## src/softmax_defines.svh

```systemverilog
// Softmax unit sizes and widths
// Shared by the RTL and the testbench
`ifndef SOFTMAX_DEFINES_SVH
`define SOFTMAX_DEFINES_SVH

// Lanes per accumulation cycle
`define SOFT_N 4
// Row and tile size
`define SOFT_M 16
// Parts per tile, M*M/N
`define SOFT_PARTS 64

`define SOFT_WI 8
`define SOFT_ACC_W 16
`define SOFT_ADDR_W 6
`define SOFT_SHIFT_W 4

`define SOFT_NUM_DIV 2
`define SOFT_FIFO_DEPTH 4

// Dividend of the external dividers, quotient is dividend / sum
`define SOFT_DIV_DIVIDEND 65535

`endif

```

## src/softmax_ctrl_pkg.sv

```systemverilog
// Control types of the softmax unit
`default_nettype none

`include "softmax_defines.svh"

package softmax_ctrl_pkg;

  typedef enum logic [1:0] {Idle, QK, AV} step_e;

  typedef logic [`SOFT_ADDR_W+3:0] seq_len_t;
  typedef logic [`SOFT_ADDR_W-1:0] tile_cnt_t;

endpackage

`default_nettype wire

```

## src/softmax_data_pkg.sv

```systemverilog
// Data types of the softmax datapath
`default_nettype none

`include "softmax_defines.svh"

package softmax_data_pkg;

  typedef logic signed [`SOFT_WI-1:0] score_t;
  typedef logic [`SOFT_N-1:0][`SOFT_WI-1:0] score_vec_t;
  typedef logic [`SOFT_M-1:0][`SOFT_WI-1:0] row_vec_t;
  typedef logic [`SOFT_ACC_W-1:0] acc_t;
  typedef logic [`SOFT_SHIFT_W-1:0] shift_t;
  typedef logic [`SOFT_ADDR_W-1:0] buf_addr_t;
  typedef logic [`SOFT_ADDR_W+1:0] counter_t;
  typedef logic [$clog2(`SOFT_NUM_DIV)-1:0] div_sel_t;

  // Power-of-two exponent of a - b, five bits dropped and rounded on bit 4
  function automatic shift_t round_shift(input logic [`SOFT_WI-1:0] a,
                                         input logic [`SOFT_WI-1:0] b);
    logic [`SOFT_WI-1:0] diff;
    diff = a - b;
    return shift_t'(diff >> 5) + shift_t'(diff[4]);
  endfunction

endpackage

`default_nettype wire

```

## src/ita_softmax_top.sv

```systemverilog
// Softmax unit top level
// Accumulation, division dispatch and streaming around the max and sum buffers
`timescale 1ns/1ps
`default_nettype none

`include "softmax_defines.svh"

module ita_softmax_top
  import softmax_data_pkg::*;
  import softmax_ctrl_pkg::*;
(
  input  logic                     clk_i,
  input  logic                     rst_ni,
  input  step_e                    step_i,
  input  logic                     calc_en_i,
  input  seq_len_t                 seq_len_i,
  input  tile_cnt_t                tile_s_i,
  input  score_vec_t               requant_oup_i,
  input  score_t                   max_i,
  input  logic                     calc_stream_soft_en_i,
  input  row_vec_t                 inp_i,
  input  counter_t                 tile_y_i,
  input  counter_t                 inner_tile_i,
  output acc_t                     div_inp_o,
  output logic [`SOFT_NUM_DIV-1:0] div_valid_o,
  input  logic [`SOFT_NUM_DIV-1:0] div_ready_i,
  input  logic [`SOFT_NUM_DIV-1:0] div_valid_i,
  output logic [`SOFT_NUM_DIV-1:0] div_ready_o,
  input  acc_t [`SOFT_NUM_DIV-1:0] div_oup_i,
  output logic                     pop_softmax_fifo_o,
  output logic                     softmax_done_o,
  output row_vec_t                 inp_stream_soft_o
);

  logic [1:0] max_rd_en, acc_rd_en;
  buf_addr_t [1:0] max_rd_addr, acc_rd_addr;
  acc_t [1:0] max_rd_data, acc_rd_data;
  logic max_wr_en, accum_wr_en, div_wr_en, acc_wr_en;
  buf_addr_t max_wr_addr, accum_wr_addr, div_wr_addr, acc_wr_addr;
  acc_t max_wr_data, accum_wr_data, div_wr_data, acc_wr_data;
  logic push;
  acc_t push_data;
  logic stream_rd_en;
  buf_addr_t stream_rd_addr;

  assign max_rd_en[1]   = stream_rd_en;
  assign max_rd_addr[1] = stream_rd_addr;
  assign acc_rd_en[1]   = stream_rd_en;
  assign acc_rd_addr[1] = stream_rd_addr;

  // Quotient writes win over accumulation write back
  assign acc_wr_en   = div_wr_en || accum_wr_en;
  assign acc_wr_addr = div_wr_en ? div_wr_addr : accum_wr_addr;
  assign acc_wr_data = div_wr_en ? div_wr_data : accum_wr_data;

  softmax_buffer u_max_buf (
    .clk_i     (clk_i),
    .rst_ni    (rst_ni),
    .rd_en_i   (max_rd_en),
    .rd_addr_i (max_rd_addr),
    .rd_data_o (max_rd_data),
    .wr_en_i   (max_wr_en),
    .wr_addr_i (max_wr_addr),
    .wr_data_i (max_wr_data)
  );

  softmax_buffer u_acc_buf (
    .clk_i     (clk_i),
    .rst_ni    (rst_ni),
    .rd_en_i   (acc_rd_en),
    .rd_addr_i (acc_rd_addr),
    .rd_data_o (acc_rd_data),
    .wr_en_i   (acc_wr_en),
    .wr_addr_i (acc_wr_addr),
    .wr_data_i (acc_wr_data)
  );

  softmax_accum u_accum (
    .clk_i         (clk_i),
    .rst_ni        (rst_ni),
    .step_i        (step_i),
    .calc_en_i     (calc_en_i),
    .seq_len_i     (seq_len_i),
    .tile_s_i      (tile_s_i),
    .requant_oup_i (requant_oup_i),
    .max_i         (max_i),
    .max_rd_en_o   (max_rd_en[0]),
    .max_rd_addr_o (max_rd_addr[0]),
    .max_rd_data_i (max_rd_data[0]),
    .max_wr_en_o   (max_wr_en),
    .max_wr_addr_o (max_wr_addr),
    .max_wr_data_o (max_wr_data),
    .acc_rd_en_o   (acc_rd_en[0]),
    .acc_rd_addr_o (acc_rd_addr[0]),
    .acc_rd_data_i (acc_rd_data[0]),
    .acc_wr_en_o   (accum_wr_en),
    .acc_wr_addr_o (accum_wr_addr),
    .acc_wr_data_o (accum_wr_data),
    .push_o        (push),
    .push_data_o   (push_data)
  );

  softmax_div_dispatch u_dispatch (
    .clk_i       (clk_i),
    .rst_ni      (rst_ni),
    .push_i      (push),
    .push_data_i (push_data),
    .div_inp_o   (div_inp_o),
    .div_valid_o (div_valid_o),
    .div_ready_i (div_ready_i),
    .div_valid_i (div_valid_i),
    .div_ready_o (div_ready_o),
    .div_oup_i   (div_oup_i),
    .pop_o       (pop_softmax_fifo_o),
    .wr_en_o     (div_wr_en),
    .wr_addr_o   (div_wr_addr),
    .wr_data_o   (div_wr_data),
    .done_o      (softmax_done_o)
  );

  softmax_stream u_stream (
    .clk_i                 (clk_i),
    .rst_ni                (rst_ni),
    .calc_stream_soft_en_i (calc_stream_soft_en_i),
    .seq_len_i             (seq_len_i),
    .tile_y_i              (tile_y_i),
    .inner_tile_i          (inner_tile_i),
    .inp_i                 (inp_i),
    .rd_en_o               (stream_rd_en),
    .rd_addr_o             (stream_rd_addr),
    .acc_rd_data_i         (acc_rd_data[1]),
    .max_rd_data_i         (max_rd_data[1]),
    .inp_stream_soft_o     (inp_stream_soft_o)
  );

endmodule

`default_nettype wire

```

## src/softmax_accum.sv

```systemverilog
// Softmax accumulation pipeline
// Four stages of exponent shifts, rescale of the partial sum and write back
`timescale 1ns/1ps
`default_nettype none

`include "softmax_defines.svh"

module softmax_accum
  import softmax_data_pkg::*;
  import softmax_ctrl_pkg::*;
(
  input  logic       clk_i,
  input  logic       rst_ni,
  input  step_e      step_i,
  input  logic       calc_en_i,
  input  seq_len_t   seq_len_i,
  input  tile_cnt_t  tile_s_i,
  // Scores and running row maximum arrive together with calc_en_i
  input  score_vec_t requant_oup_i,
  input  score_t     max_i,
  output logic       max_rd_en_o,
  output buf_addr_t  max_rd_addr_o,
  input  acc_t       max_rd_data_i,
  output logic       max_wr_en_o,
  output buf_addr_t  max_wr_addr_o,
  output acc_t       max_wr_data_o,
  output logic       acc_rd_en_o,
  output buf_addr_t  acc_rd_addr_o,
  input  acc_t       acc_rd_data_i,
  output logic       acc_wr_en_o,
  output buf_addr_t  acc_wr_addr_o,
  output acc_t       acc_wr_data_o,
  output logic       push_o,
  output acc_t       push_data_o
);

  counter_t count_q, tile_q;
  logic en0, first0, last0;
  logic [`SOFT_N-1:0] excl0;
  buf_addr_t addr0;

  logic en_q1, en_q2, en_q3;
  buf_addr_t addr_q1, addr_q2, addr_q3;
  logic first_q1, first_q2;
  logic last_q1, last_q2, last_q3;
  logic [`SOFT_N-1:0] excl_q1;
  score_vec_t inp_q1;
  score_t max_q1, max_q2;
  shift_t [`SOFT_N-1:0] shift_d, shift_q2;
  shift_t sum_shift_d, sum_shift_q2;
  acc_t exp_sum_d, exp_sum_q3;

  // Stage 0, counters and max buffer read
  assign en0    = calc_en_i && (step_i == QK);
  assign addr0  = buf_addr_t'(count_q % `SOFT_M);
  assign first0 = (tile_q == '0) && (count_q < `SOFT_M);
  assign last0  = (count_q >= `SOFT_PARTS - `SOFT_M) && (tile_q + 1'b1 == counter_t'(tile_s_i));

  always_comb begin
    for (int i = 0; i < `SOFT_N; i++) begin
      excl0[i] = (tile_q * `SOFT_M + `SOFT_N * (count_q / `SOFT_M) + i) >= seq_len_i;
    end
  end

  assign max_rd_en_o   = en0 && !first0;
  assign max_rd_addr_o = addr0;

  always_ff @(posedge clk_i or negedge rst_ni) begin
    if (!rst_ni) begin
      count_q <= '0;
      tile_q  <= '0;
      en_q1   <= 1'b0;
      en_q2   <= 1'b0;
      en_q3   <= 1'b0;
    end else begin
      en_q1 <= en0;
      en_q2 <= en_q1;
      en_q3 <= en_q2;
      if (step_i != QK) begin
        count_q <= '0;
        tile_q  <= '0;
      end else if (calc_en_i) begin
        if (count_q == `SOFT_PARTS - 1) begin
          count_q <= '0;
          tile_q  <= tile_q + 1'b1;
        end else begin
          count_q <= count_q + 1'b1;
        end
      end
    end
  end

  always_ff @(posedge clk_i) begin
    inp_q1       <= requant_oup_i;
    max_q1       <= max_i;
    addr_q1      <= addr0;
    first_q1     <= first0;
    last_q1      <= last0;
    excl_q1      <= excl0;
    max_q2       <= max_q1;
    addr_q2      <= addr_q1;
    first_q2     <= first_q1;
    last_q2      <= last_q1;
    shift_q2     <= shift_d;
    sum_shift_q2 <= sum_shift_d;
    addr_q3      <= addr_q2;
    last_q3      <= last_q2;
    exp_sum_q3   <= exp_sum_d;
  end

  // Stage 1, lane shifts and rescale of the stored sum
  always_comb begin
    for (int i = 0; i < `SOFT_N; i++) begin
      // Shift of 15 marks a lane past the sequence length
      shift_d[i] = excl_q1[i] ? '1 : round_shift(max_q1, inp_q1[i]);
    end
    sum_shift_d = first_q1 ? '0 : round_shift(max_q1, max_rd_data_i[`SOFT_WI-1:0]);
  end

  assign acc_rd_en_o   = en_q1 && !first_q1;
  assign acc_rd_addr_o = addr_q1;

  // Stage 2, max write back and exponent sum
  always_comb begin
    exp_sum_d = '0;
    for (int i = 0; i < `SOFT_N; i++) begin
      if (shift_q2[i] != '1) begin
        exp_sum_d += acc_t'(256) >> shift_q2[i];
      end
    end
    if (!first_q2) begin
      exp_sum_d += acc_rd_data_i >> sum_shift_q2;
    end
  end

  assign max_wr_en_o   = en_q2;
  assign max_wr_addr_o = addr_q2;
  assign max_wr_data_o = {{(`SOFT_ACC_W - `SOFT_WI){1'b0}}, max_q2};

  // Stage 3, last tile rows go to the divider FIFO
  assign push_o        = en_q3 && last_q3;
  assign push_data_o   = exp_sum_q3;
  assign acc_wr_en_o   = en_q3 && !last_q3;
  assign acc_wr_addr_o = addr_q3;
  assign acc_wr_data_o = exp_sum_q3;

endmodule

`default_nettype wire

```

## src/softmax_buffer.sv

```systemverilog
// Row buffer for maxima or sums
// One write port and two registered read ports
`timescale 1ns/1ps
`default_nettype none

`include "softmax_defines.svh"

module softmax_buffer
  import softmax_data_pkg::*;
(
  input  logic                clk_i,
  input  logic                rst_ni,
  input  logic      [1:0]     rd_en_i,
  input  buf_addr_t [1:0]     rd_addr_i,
  output acc_t      [1:0]     rd_data_o,
  input  logic                wr_en_i,
  input  buf_addr_t           wr_addr_i,
  input  acc_t                wr_data_i
);

  acc_t mem_q [`SOFT_PARTS];

  always_ff @(posedge clk_i) begin
    if (wr_en_i) begin
      mem_q[wr_addr_i] <= wr_data_i;
    end
  end

  always_ff @(posedge clk_i or negedge rst_ni) begin
    if (!rst_ni) begin
      rd_data_o <= '0;
    end else begin
      for (int p = 0; p < 2; p++) begin
        if (rd_en_i[p]) begin
          rd_data_o[p] <= mem_q[rd_addr_i[p]];
        end
      end
    end
  end

endmodule

`default_nettype wire

```

## src/softmax_div_dispatch.sv

```systemverilog
// Round-robin issue of row sums to the external dividers
// Quotients are collected in the same order and written to rows 0 to M-1
`timescale 1ns/1ps
`default_nettype none

`include "softmax_defines.svh"

module softmax_div_dispatch
  import softmax_data_pkg::*;
(
  input  logic                            clk_i,
  input  logic                            rst_ni,
  input  logic                            push_i,
  input  acc_t                            push_data_i,
  output acc_t                            div_inp_o,
  output logic [`SOFT_NUM_DIV-1:0]        div_valid_o,
  input  logic [`SOFT_NUM_DIV-1:0]        div_ready_i,
  input  logic [`SOFT_NUM_DIV-1:0]        div_valid_i,
  output logic [`SOFT_NUM_DIV-1:0]        div_ready_o,
  input  acc_t [`SOFT_NUM_DIV-1:0]        div_oup_i,
  output logic                            pop_o,
  output logic                            wr_en_o,
  output buf_addr_t                       wr_addr_o,
  output acc_t                            wr_data_o,
  output logic                            done_o
);

  localparam int unsigned LastDiv = `SOFT_NUM_DIV - 1;

  logic fifo_empty, accept, take;
  div_sel_t rd_sel_q, wr_sel_q;
  buf_addr_t addr_q;
  // Quotients still owed by the dividers
  counter_t pending_q;

  softmax_fifo u_fifo (
    .clk_i   (clk_i),
    .rst_ni  (rst_ni),
    .push_i  (push_i),
    .data_i  (push_data_i),
    .pop_i   (accept),
    .data_o  (div_inp_o),
    .full_o  (),
    .empty_o (fifo_empty)
  );

  always_comb begin
    div_valid_o           = '0;
    div_valid_o[rd_sel_q] = !fifo_empty;
    div_ready_o           = '0;
    div_ready_o[wr_sel_q] = (pending_q != '0);
  end

  assign accept    = !fifo_empty && div_ready_i[rd_sel_q];
  assign take      = (pending_q != '0) && div_valid_i[wr_sel_q];
  assign pop_o     = accept;
  assign wr_en_o   = take;
  assign wr_addr_o = addr_q;
  assign wr_data_o = div_oup_i[wr_sel_q];
  assign done_o    = take && (addr_q == `SOFT_M - 1);

  always_ff @(posedge clk_i or negedge rst_ni) begin
    if (!rst_ni) begin
      rd_sel_q  <= '0;
      wr_sel_q  <= '0;
      addr_q    <= '0;
      pending_q <= '0;
    end else begin
      if (accept) begin
        rd_sel_q <= (rd_sel_q == LastDiv) ? '0 : rd_sel_q + 1'b1;
      end
      if (take) begin
        wr_sel_q <= (wr_sel_q == LastDiv) ? '0 : wr_sel_q + 1'b1;
        addr_q   <= (addr_q == `SOFT_M - 1) ? '0 : addr_q + 1'b1;
      end
      pending_q <= pending_q + counter_t'(accept) - counter_t'(take);
    end
  end

endmodule

`default_nettype wire

```

## src/softmax_fifo.sv

```systemverilog
// FIFO of finished row sums waiting for a divider
`timescale 1ns/1ps
`default_nettype none

`include "softmax_defines.svh"

module softmax_fifo
  import softmax_data_pkg::*;
(
  input  logic clk_i,
  input  logic rst_ni,
  input  logic push_i,
  input  acc_t data_i,
  input  logic pop_i,
  output acc_t data_o,
  output logic full_o,
  output logic empty_o
);

  localparam int unsigned PtrW = $clog2(`SOFT_FIFO_DEPTH);
  localparam int unsigned LastEntry = `SOFT_FIFO_DEPTH - 1;

  acc_t mem_q [`SOFT_FIFO_DEPTH];
  logic [PtrW-1:0] wr_ptr_q, rd_ptr_q;
  logic [PtrW:0] usage_q;
  logic do_push, do_pop;

  assign full_o  = (usage_q == `SOFT_FIFO_DEPTH);
  assign empty_o = (usage_q == '0);
  assign do_push = push_i && !full_o;
  assign do_pop  = pop_i && !empty_o;
  // Head entry straight from storage, no fall-through
  assign data_o  = mem_q[rd_ptr_q];

  always_ff @(posedge clk_i or negedge rst_ni) begin
    if (!rst_ni) begin
      wr_ptr_q <= '0;
      rd_ptr_q <= '0;
      usage_q  <= '0;
    end else begin
      if (do_push) begin
        wr_ptr_q <= (wr_ptr_q == LastEntry) ? '0 : wr_ptr_q + 1'b1;
      end
      if (do_pop) begin
        rd_ptr_q <= (rd_ptr_q == LastEntry) ? '0 : rd_ptr_q + 1'b1;
      end
      usage_q <= usage_q + {{PtrW{1'b0}}, do_push} - {{PtrW{1'b0}}, do_pop};
    end
  end

  always_ff @(posedge clk_i) begin
    if (do_push) begin
      mem_q[wr_ptr_q] <= data_i;
    end
  end

endmodule

`default_nettype wire

```

## src/softmax_stream.sv

```systemverilog
// Streaming softmax normalization
// Inverse sums shifted by each score's distance from the row maximum
`timescale 1ns/1ps
`default_nettype none

`include "softmax_defines.svh"

module softmax_stream
  import softmax_data_pkg::*;
  import softmax_ctrl_pkg::*;
(
  input  logic      clk_i,
  input  logic      rst_ni,
  input  logic      calc_stream_soft_en_i,
  input  seq_len_t  seq_len_i,
  input  counter_t  tile_y_i,
  input  counter_t  inner_tile_i,
  // Row scores, presented one cycle after the enable with the read data
  input  row_vec_t  inp_i,
  output logic      rd_en_o,
  output buf_addr_t rd_addr_o,
  input  acc_t      acc_rd_data_i,
  input  acc_t      max_rd_data_i,
  output row_vec_t  inp_stream_soft_o
);

  counter_t cnt_q, row_q, tile_y_q, inner_tile_q;
  logic en_q;
  logic row_off;

  assign rd_en_o   = calc_stream_soft_en_i;
  assign rd_addr_o = buf_addr_t'(cnt_q % `SOFT_M);

  always_ff @(posedge clk_i or negedge rst_ni) begin
    if (!rst_ni) begin
      cnt_q <= '0;
      en_q  <= 1'b0;
    end else begin
      en_q <= calc_stream_soft_en_i;
      if (calc_stream_soft_en_i) begin
        cnt_q <= (cnt_q == `SOFT_PARTS - 1) ? '0 : cnt_q + 1'b1;
      end
    end
  end

  always_ff @(posedge clk_i) begin
    if (calc_stream_soft_en_i) begin
      row_q        <= counter_t'(cnt_q % `SOFT_M);
      tile_y_q     <= tile_y_i;
      inner_tile_q <= inner_tile_i;
    end
  end

  assign row_off = (tile_y_q * `SOFT_M + row_q) >= seq_len_i;

  always_comb begin
    acc_t quot;
    shift_t sh;
    quot              = '0;
    sh                = '0;
    inp_stream_soft_o = '0;
    if (en_q && !row_off) begin
      for (int i = 0; i < `SOFT_M; i++) begin
        // Columns past the sequence length stay zero
        if (inner_tile_q * `SOFT_M + i < seq_len_i) begin
          sh                   = round_shift(max_rd_data_i[`SOFT_WI-1:0], inp_i[i]);
          quot                 = acc_rd_data_i >> sh;
          inp_stream_soft_o[i] = quot[`SOFT_WI-1:0];
        end
      end
    end
  end

endmodule

`default_nettype wire

```

## config.mk

```make
export PLATFORM = sky130hd
export DESIGN_NAME = ita_softmax_top
export DESIGN_NICKNAME = d
export VERILOG_FILES = /design/src/softmax_ctrl_pkg.sv /design/src/softmax_data_pkg.sv /design/src/ita_softmax_top.sv /design/src/softmax_accum.sv /design/src/softmax_buffer.sv /design/src/softmax_div_dispatch.sv /design/src/softmax_fifo.sv /design/src/softmax_stream.sv
export VERILOG_INCLUDE_DIRS = /design/src
export SDC_FILE = /design/constraint.sdc
export NUM_CORES = 2
export LEC_CHECK = 0
export ABC_AREA = 1
export BUFFER_PORTS_ARGS = -buffer_cell sky130_fd_sc_hd__buf_2
export CORE_MARGIN = 8
export CORE_UTILIZATION = 35
export DETAILED_ROUTE_END_ITERATION = 16
export GPL_TIMING_DRIVEN = 1
export PLACE_DENSITY = 0.63
export RECOVER_POWER = 25
export REMOVE_ABC_BUFFERS = 1
export SYNTH_ARGS = -nofsm -noshare
export SYNTH_HDL_FRONTEND = slang
export SYNTH_SLANG_ARGS = --single-unit
```

## constraint.sdc

```tcl
create_clock -name clk_i -period 7 [get_ports clk_i]
set_clock_uncertainty 0.1 [all_clocks]
set_input_delay 2.1 -clock clk_i [delete_from_list [all_inputs] [get_ports clk_i]]
set_output_delay 2.1 -clock clk_i [all_outputs]
set_load 0.02 [all_outputs]
```

After elaboration in Yosys (flattened, before gate mapping) --
Memory sizes are Yosys's and may differ from the RTL's. A register that Yosys moved wholly into a read port is not among the register bits. Index checks and enable logic that the tools add are counted.
Cells by class: shift operators 21, reductions and logical operators 32, $add $sub $neg 78, equal/unequal tests 13, bitwise operators 2, magnitude comparators 27, mux-type cells 52
Operators by type and width (count):
- 32-bit by 10-bit < comparator with 1-bit output | 15
- 16-bit by 4-bit >> shifter with 8-bit output | 16
- 8-bit two-way mux | 23
- 8-bit subtractor | 21
- 32-bit by 10-bit >= comparator with 1-bit output | 5
- 128-bit two-way mux | 1
- 16-bit two-way mux | 8
- 12-bit by 4-bit adder with 13-bit output, second input constant | 8
- 3-bit by 1-bit adder with 4-bit output | 21
- 16-bit adder | 4
- 32-bit by 2-bit adder with 32-bit output, second input constant | 2
- 9-bit by 4-bit >> shifter with 16-bit output, first input constant | 4
- 12-bit by 3-bit adder with 13-bit output, second input constant | 4
- 32-bit by 1-bit adder with 32-bit output, second input constant | 1
- 12-bit by 2-bit adder with 13-bit output, second input constant | 2
- 8-bit by 1-bit adder with 8-bit output, second input constant | 3
- 8-bit by 6-bit equality test with 1-bit output, second input constant | 2
- 4-bit != test, second input constant | 4
- 16-bit by 4-bit >> shifter with 16-bit output | 1
- 1-bit logical AND | 15
- 1-bit two-way mux | 14
- 12-bit by 1-bit adder with 13-bit output, second input constant | 1
- 12-bit by 4-bit adder with 13-bit output | 1
- 12-bit by 6-bit adder with 13-bit output | 1
- 29 further kinds | 48
Word-level totals: bits in writable memories 1600, memories kept 3, input bits 242, bits in registers 176, output and inout port bits 150
Memories:
- u_acc_buf.mem_q | depth 64, bits a word 16, rd ports 2, clocked after memory_dff 2, wr ports 1, RTL line softmax_buffer.sv:21 | acc_t mem_q [`SOFT_PARTS];
- u_max_buf.mem_q | depth 64, bits a word 8, rd ports 2, clocked after memory_dff 2, wr ports 1, RTL line softmax_buffer.sv:21
- u_dispatch.u_fifo.mem_q | depth 4, bits a word 16, rd ports 1, clocked after memory_dff 0, wr ports 1, RTL line softmax_fifo.sv:23 | acc_t mem_q [`SOFT_FIFO_DEPTH];

Logic depth before layout (Yosys ltp) --
depth in word-level cells 10, depth in mapped cells 42, gate-level depth less buffers 42

Cells and area by module --
From an unflattened synthesis, not the netlist that was laid out.
Unflattened totals: cells, all modules 16770, area total of the unflattened synthesis 136875.0 um^2
Modules (own cells, without submodules):
- softmax_buffer | area each 53358.7 um^2, cells an instance 5896, seq. area each 31550.3 um^2, times used 2
- softmax_stream | area each 16923.7 um^2, cells an instance 3308, seq. area each 825.8 um^2, times used 1
- softmax_accum | area each 8394.3 um^2, cells an instance 1155, seq. area each 2577.5 um^2, times used 1
- softmax_fifo | area each 3226.8 um^2, cells an instance 244, seq. area each 2097.0 um^2, times used 1
- softmax_div_dispatch | area each 1317.5 um^2, cells an instance 199, seq. area each 400.4 um^2, times used 1
- ita_softmax_top | area each 295.3 um^2, cells an instance 72, seq. area each 0.0 um^2, times used 1

Worst setup path before layout --
Ideal clock, no wire load.
path kind input to output, from in inp_i[81] in the netlist's numbering, to out inp_stream_soft_o[87] in the netlist's numbering, stages on the path 19, buffers on the path 2, setup slack -0.002 ns, arrival time 4.802 ns, cell sequence inv_1 -> ha_1 -> inv_1 -> nor2_1 -> nor2_1 -> o21ai_0 -> a21oi_1 -> xor2_1 -> inv_1 -> ha_1 -> ha_1 -> clkbuf_1 -> inv_1 -> buf_1 -> o21ai_0 -> nand3_1 -> nand3_1 -> nand2_1 -> nor2_1
RTL lines:
- start, declared | RTL line ita_softmax_top.sv:21 | input row_vec_t inp_i,
- end, declared | RTL line ita_softmax_top.sv:32 | output row_vec_t inp_stream_soft_o

==> metrics.md <==
| Metric | Value |
|---|---|
| Worst Path Class, Setup | `primary input to output port` |
| Yosys cell types | `54` |
| Routed WL | `192 mm` |
| Worst-path clk slew | `0.05 ns` |
| CP startpoint kind | `primary input` |
| Final setup fails | `0` |
| Die H | `395 µm` |
| Most common cell after layout, fill and taps aside | `nand2_1` |
| Post-synthesis average cell area | `7.11 µm²` |
| Port Buffers | `391` |
| Final period util | `99.4%` |
| Setup ws final | `0.0395 ns` |
| Sequential cell area fraction in the yosys report | `37.0%` |
| Placer's final routability congestion estimate | `0.917` |
| Post-Place Cell Area | `55600 µm²` |
| RSZ-0062 raised after global routing | `true` |
| Worst Path Arrival | `4.76 ns` |
| Clk_lat worst skew | `0.65 ns` |
| DRT Pass-1 Iters | `6` |
| Die width | `395 µm` |
| Inserted Clock Buffers | `71` |
| Post-synth top flop | `edfxtp_1` |
| Hold Vio Cnt, Final | `0` |
| Hold slack | `0.255 ns` |
| DR iter-0 viols | `5707` |
| Nets | `8015` |
| Yosys reg bits | `672` |
| Register-to-register setup slack | `0.94 ns` |
| Finished layout cell area | `61700 µm²` |
| Row cnt | `139` |
| Status | `finished, violations left` |
| Cell taking the most area after synthesis | `edfxtp_1` |
| Slowest CP cell | `ha_4` |
| First-pass GRT wire length | `281 mm` |
| Via count | `52711` |
| HPWL after detailed placement | `128 mm` |
| CP Cell Sequence | `buf_6 -> inv_4 -> ha_4 -> inv_2 -> nor2_2 -> nor2_1 -> o21ai_2 -> buf_4 -> xnor2_1 -> inv_1 -> ha_4 -> clkbuf_16 -> buf_12 -> buf_4 -> nor3_4 -> nand3_1 -> nand3_1 -> nand2_1 -> nor2_2 -> buf_6 -> buf_6` |
| Asr flop ratio synth | `14.7%` |
| Critical path peak fanout | `8` |
| Total global routing overflow | `0` |
| Clock Root Buffer | `clkbuf_16` |
| Fillers | `14259` |
| Most used cell, CP | `buf_6` |
| Top-area cell type share of the netlist area | `27.9%` |
| Core area | `143000 µm²` |
| Pin slew with the least headroom to its limit | `4.08 ns` |
| Final Util | `43.1%` |
| Fmax | `144 MHz` |
| Max Buffers Root-to-Sink | `3` |
| Vias in the first global route | `47735` |
| Slew Viols, Final | `367` |
| Failing checks | `max-capacitance violations, max-slew violations` |
| Initial Utilization | `35.2%` |
| Worst Setup End Kind | `output port` |
| Most frequent cells in the layout | `1556 x nand2_1, 819 x nand3_1, 711 x nor2_1` |
| Tmin final | `6.96 ns` |
| CTS tree | `done` |
| Hold Path Class | `flop to flop` |
| Vias/cell | `5.56` |
| Layout cells sized above 1 | `18.6%` |
| Post-route DRC violation count | `0` |
| H-tree levels | `3` |
| Max incr delay on CP | `0.26 ns` |
| Syn Inst Count | `7075` |
| Post-route ant nets | `0` |
| Global Route Usage Sum | `22.5%` |
| Worst slew margin | `-172%` |
| Max-Cap Viols | `8` |
| Post-synth EDFFs | `468` |
| Total die area | `156000 µm²` |
| Synthesis Warnings | `0` |
| Number of hold buffers added after cts | `0` |
| Worst path required time | `4.80 ns` |
| Detail-routed net length per standard cell | `20.3 µm` |
| Clock tree sinks | `672` |
| Top post-synthesis cells by area | `edfxtp_1 28%, nand2_1 12%, o21ai_0 9.2%, nand3_1 8.2%, ha_1 6.5%` |
| Setup Slack @ Placement | `-0.404 ns` |
| Area delta synth->final | `22.6%` |
| Cell Area, Synth | `50300 µm²` |
| Io pins | `392` |
| Initial antenna violation count | `9` |
| Largest net degree at the start of global routing | `107` |
## metrics by stage
step / cells / setup TNS (ns)
2_1_floorplan: 6677 / -23.58
3_3_place_gp: 9271 / -12.18
3_5_place_dp: 9271 / -15.06
4_1_cts: 9406 / -0.00270
5_1_grt: 9467 / -2.55
6_report: 9472 / 0
## kinds of logic (layout without fill, tap and decap cells)
| group | Yosys count | in the layout | share of synthesized area (%) |
|---|---|---|---|
| xor+xnor | 110 | 110 | 2.05 |
| compound gates | 1584 | 1584 | 17.4 |
| flops | 672 | 672 | 37.0 |
| fa+ha+maj | 267 | 267 | 6.74 |
| simple gates | 3376 | 3376 | 28.4 |
| other cells | 0 | 5 | 0 |
| buf+inv | 1064 | 1553 | 8.37 |
| mux | 2 | 2 | 0.0398 |
## worst paths after layout
| check | start | endpoint | depth (start not counted) |
|---|---|---|---|
| setup / recovery | inp_i[41] | inp_stream_soft_o[43] | 21 |
| hold / removal | u_accum.last_q1 | u_accum.last_q2 | 0 |
| setup reg to reg | u_accum.shift_q2[1] | u_accum.acc_wr_data_o[12] | 31 |
| hold reg to reg | u_accum.last_q1 | u_accum.last_q2 | 0 |
| max in group asynchronous | rst_ni | u_stream.cnt_q[0] | 2 |
| min in group asynchronous | rst_ni | u_acc_buf.rd_data_o[22] | 1 |
## state kept, by name, summed over array words and instances, names as in the netlist, 6 cells and up
signal,flops
u_stream.tile_y_q,8
u_stream.cnt_q,8
u_accum.shift_q2,16
u_stream.inner_tile_q,8
u_dispatch.pending_q,8
u_max_buf.rd_data_o,16
u_dispatch.wr_addr_o,6
u_accum.tile_q,8
u_acc_buf.rd_data_o,32
u_accum.acc_wr_data_o,16
u_dispatch.u_fifo.mem_q,64
u_accum.max_q2,8
u_accum.count_q,8
u_max_buf.mem_q,128
u_acc_buf.mem_q,256
u_accum.inp_q1,32
u_accum.max_q1,8
## layer usage
metal / global-route usage, % / wire (µm) / vias to the layer above
met4: 8.70 / 8450 / 2
met2: 36.2 / 86700 / 2555
li1: - / - / 24930
met5: 0 / 13 / -
met3: 4.11 / 17200 / 477
met1: 30.1 / 80000 / 24747
## layout make-up
class                           instances  area [µm²]  area share, %
Multi-Input combinational cell       5339       29600           48.0
Antenna cell                            5        12.5         0.0203
Sequential cell                       672       18600           30.2
Timing Repair Buffer                  756        6130           9.93
Tap cell                             1903        2380           3.86
Clock inverter                         32         424          0.687
Inverter                              666        2540           4.12
Clock buffer                           99        1970           3.20
## cells in the mapped netlist, types with 14 or more instances
cell type and instances:
o21ai_0 926, nand2_1 1577, clkbuf_1 287, a31oi_1 38, nand3b_1 29, nor2_1 790, o211ai_1 43, dfxtp_1 105
inv_1 640, nand2_2 17, or2_2 16, buf_2 70, nand3_1 825, inv_2 14, nand4_1 22, o21a_1 22
o22ai_1 78, nor3_1 46, buf_4 21, a21oi_1 268, dfrtp_1 99, edfxtp_1 468, a41oi_1 16, o21ai_1 53
xnor2_1 25, buf_1 14, a21o_1 29, o221ai_1 72, xor2_1 76, ha_1 260
## worst max-delay path: cells and delay by family
kind            cells  cell delay, ns
xor+xnor            1            0.11
compound gates      1            0.17
simple gates        7            0.77
fa+ha+maj           2            0.52
buf+inv            10            1.09
## repair_timing
action,CTS,global route
gates resized for setup,267,724
setup endpoints to repair,119,128
pin swaps,12,207
endpoints found under the hold margin,0,0
cloned,0,35
setup buffers,4,28
Power is not shown: default switching activity piles up to over one toggle a cycle in this logic, so the estimate is an artifact.
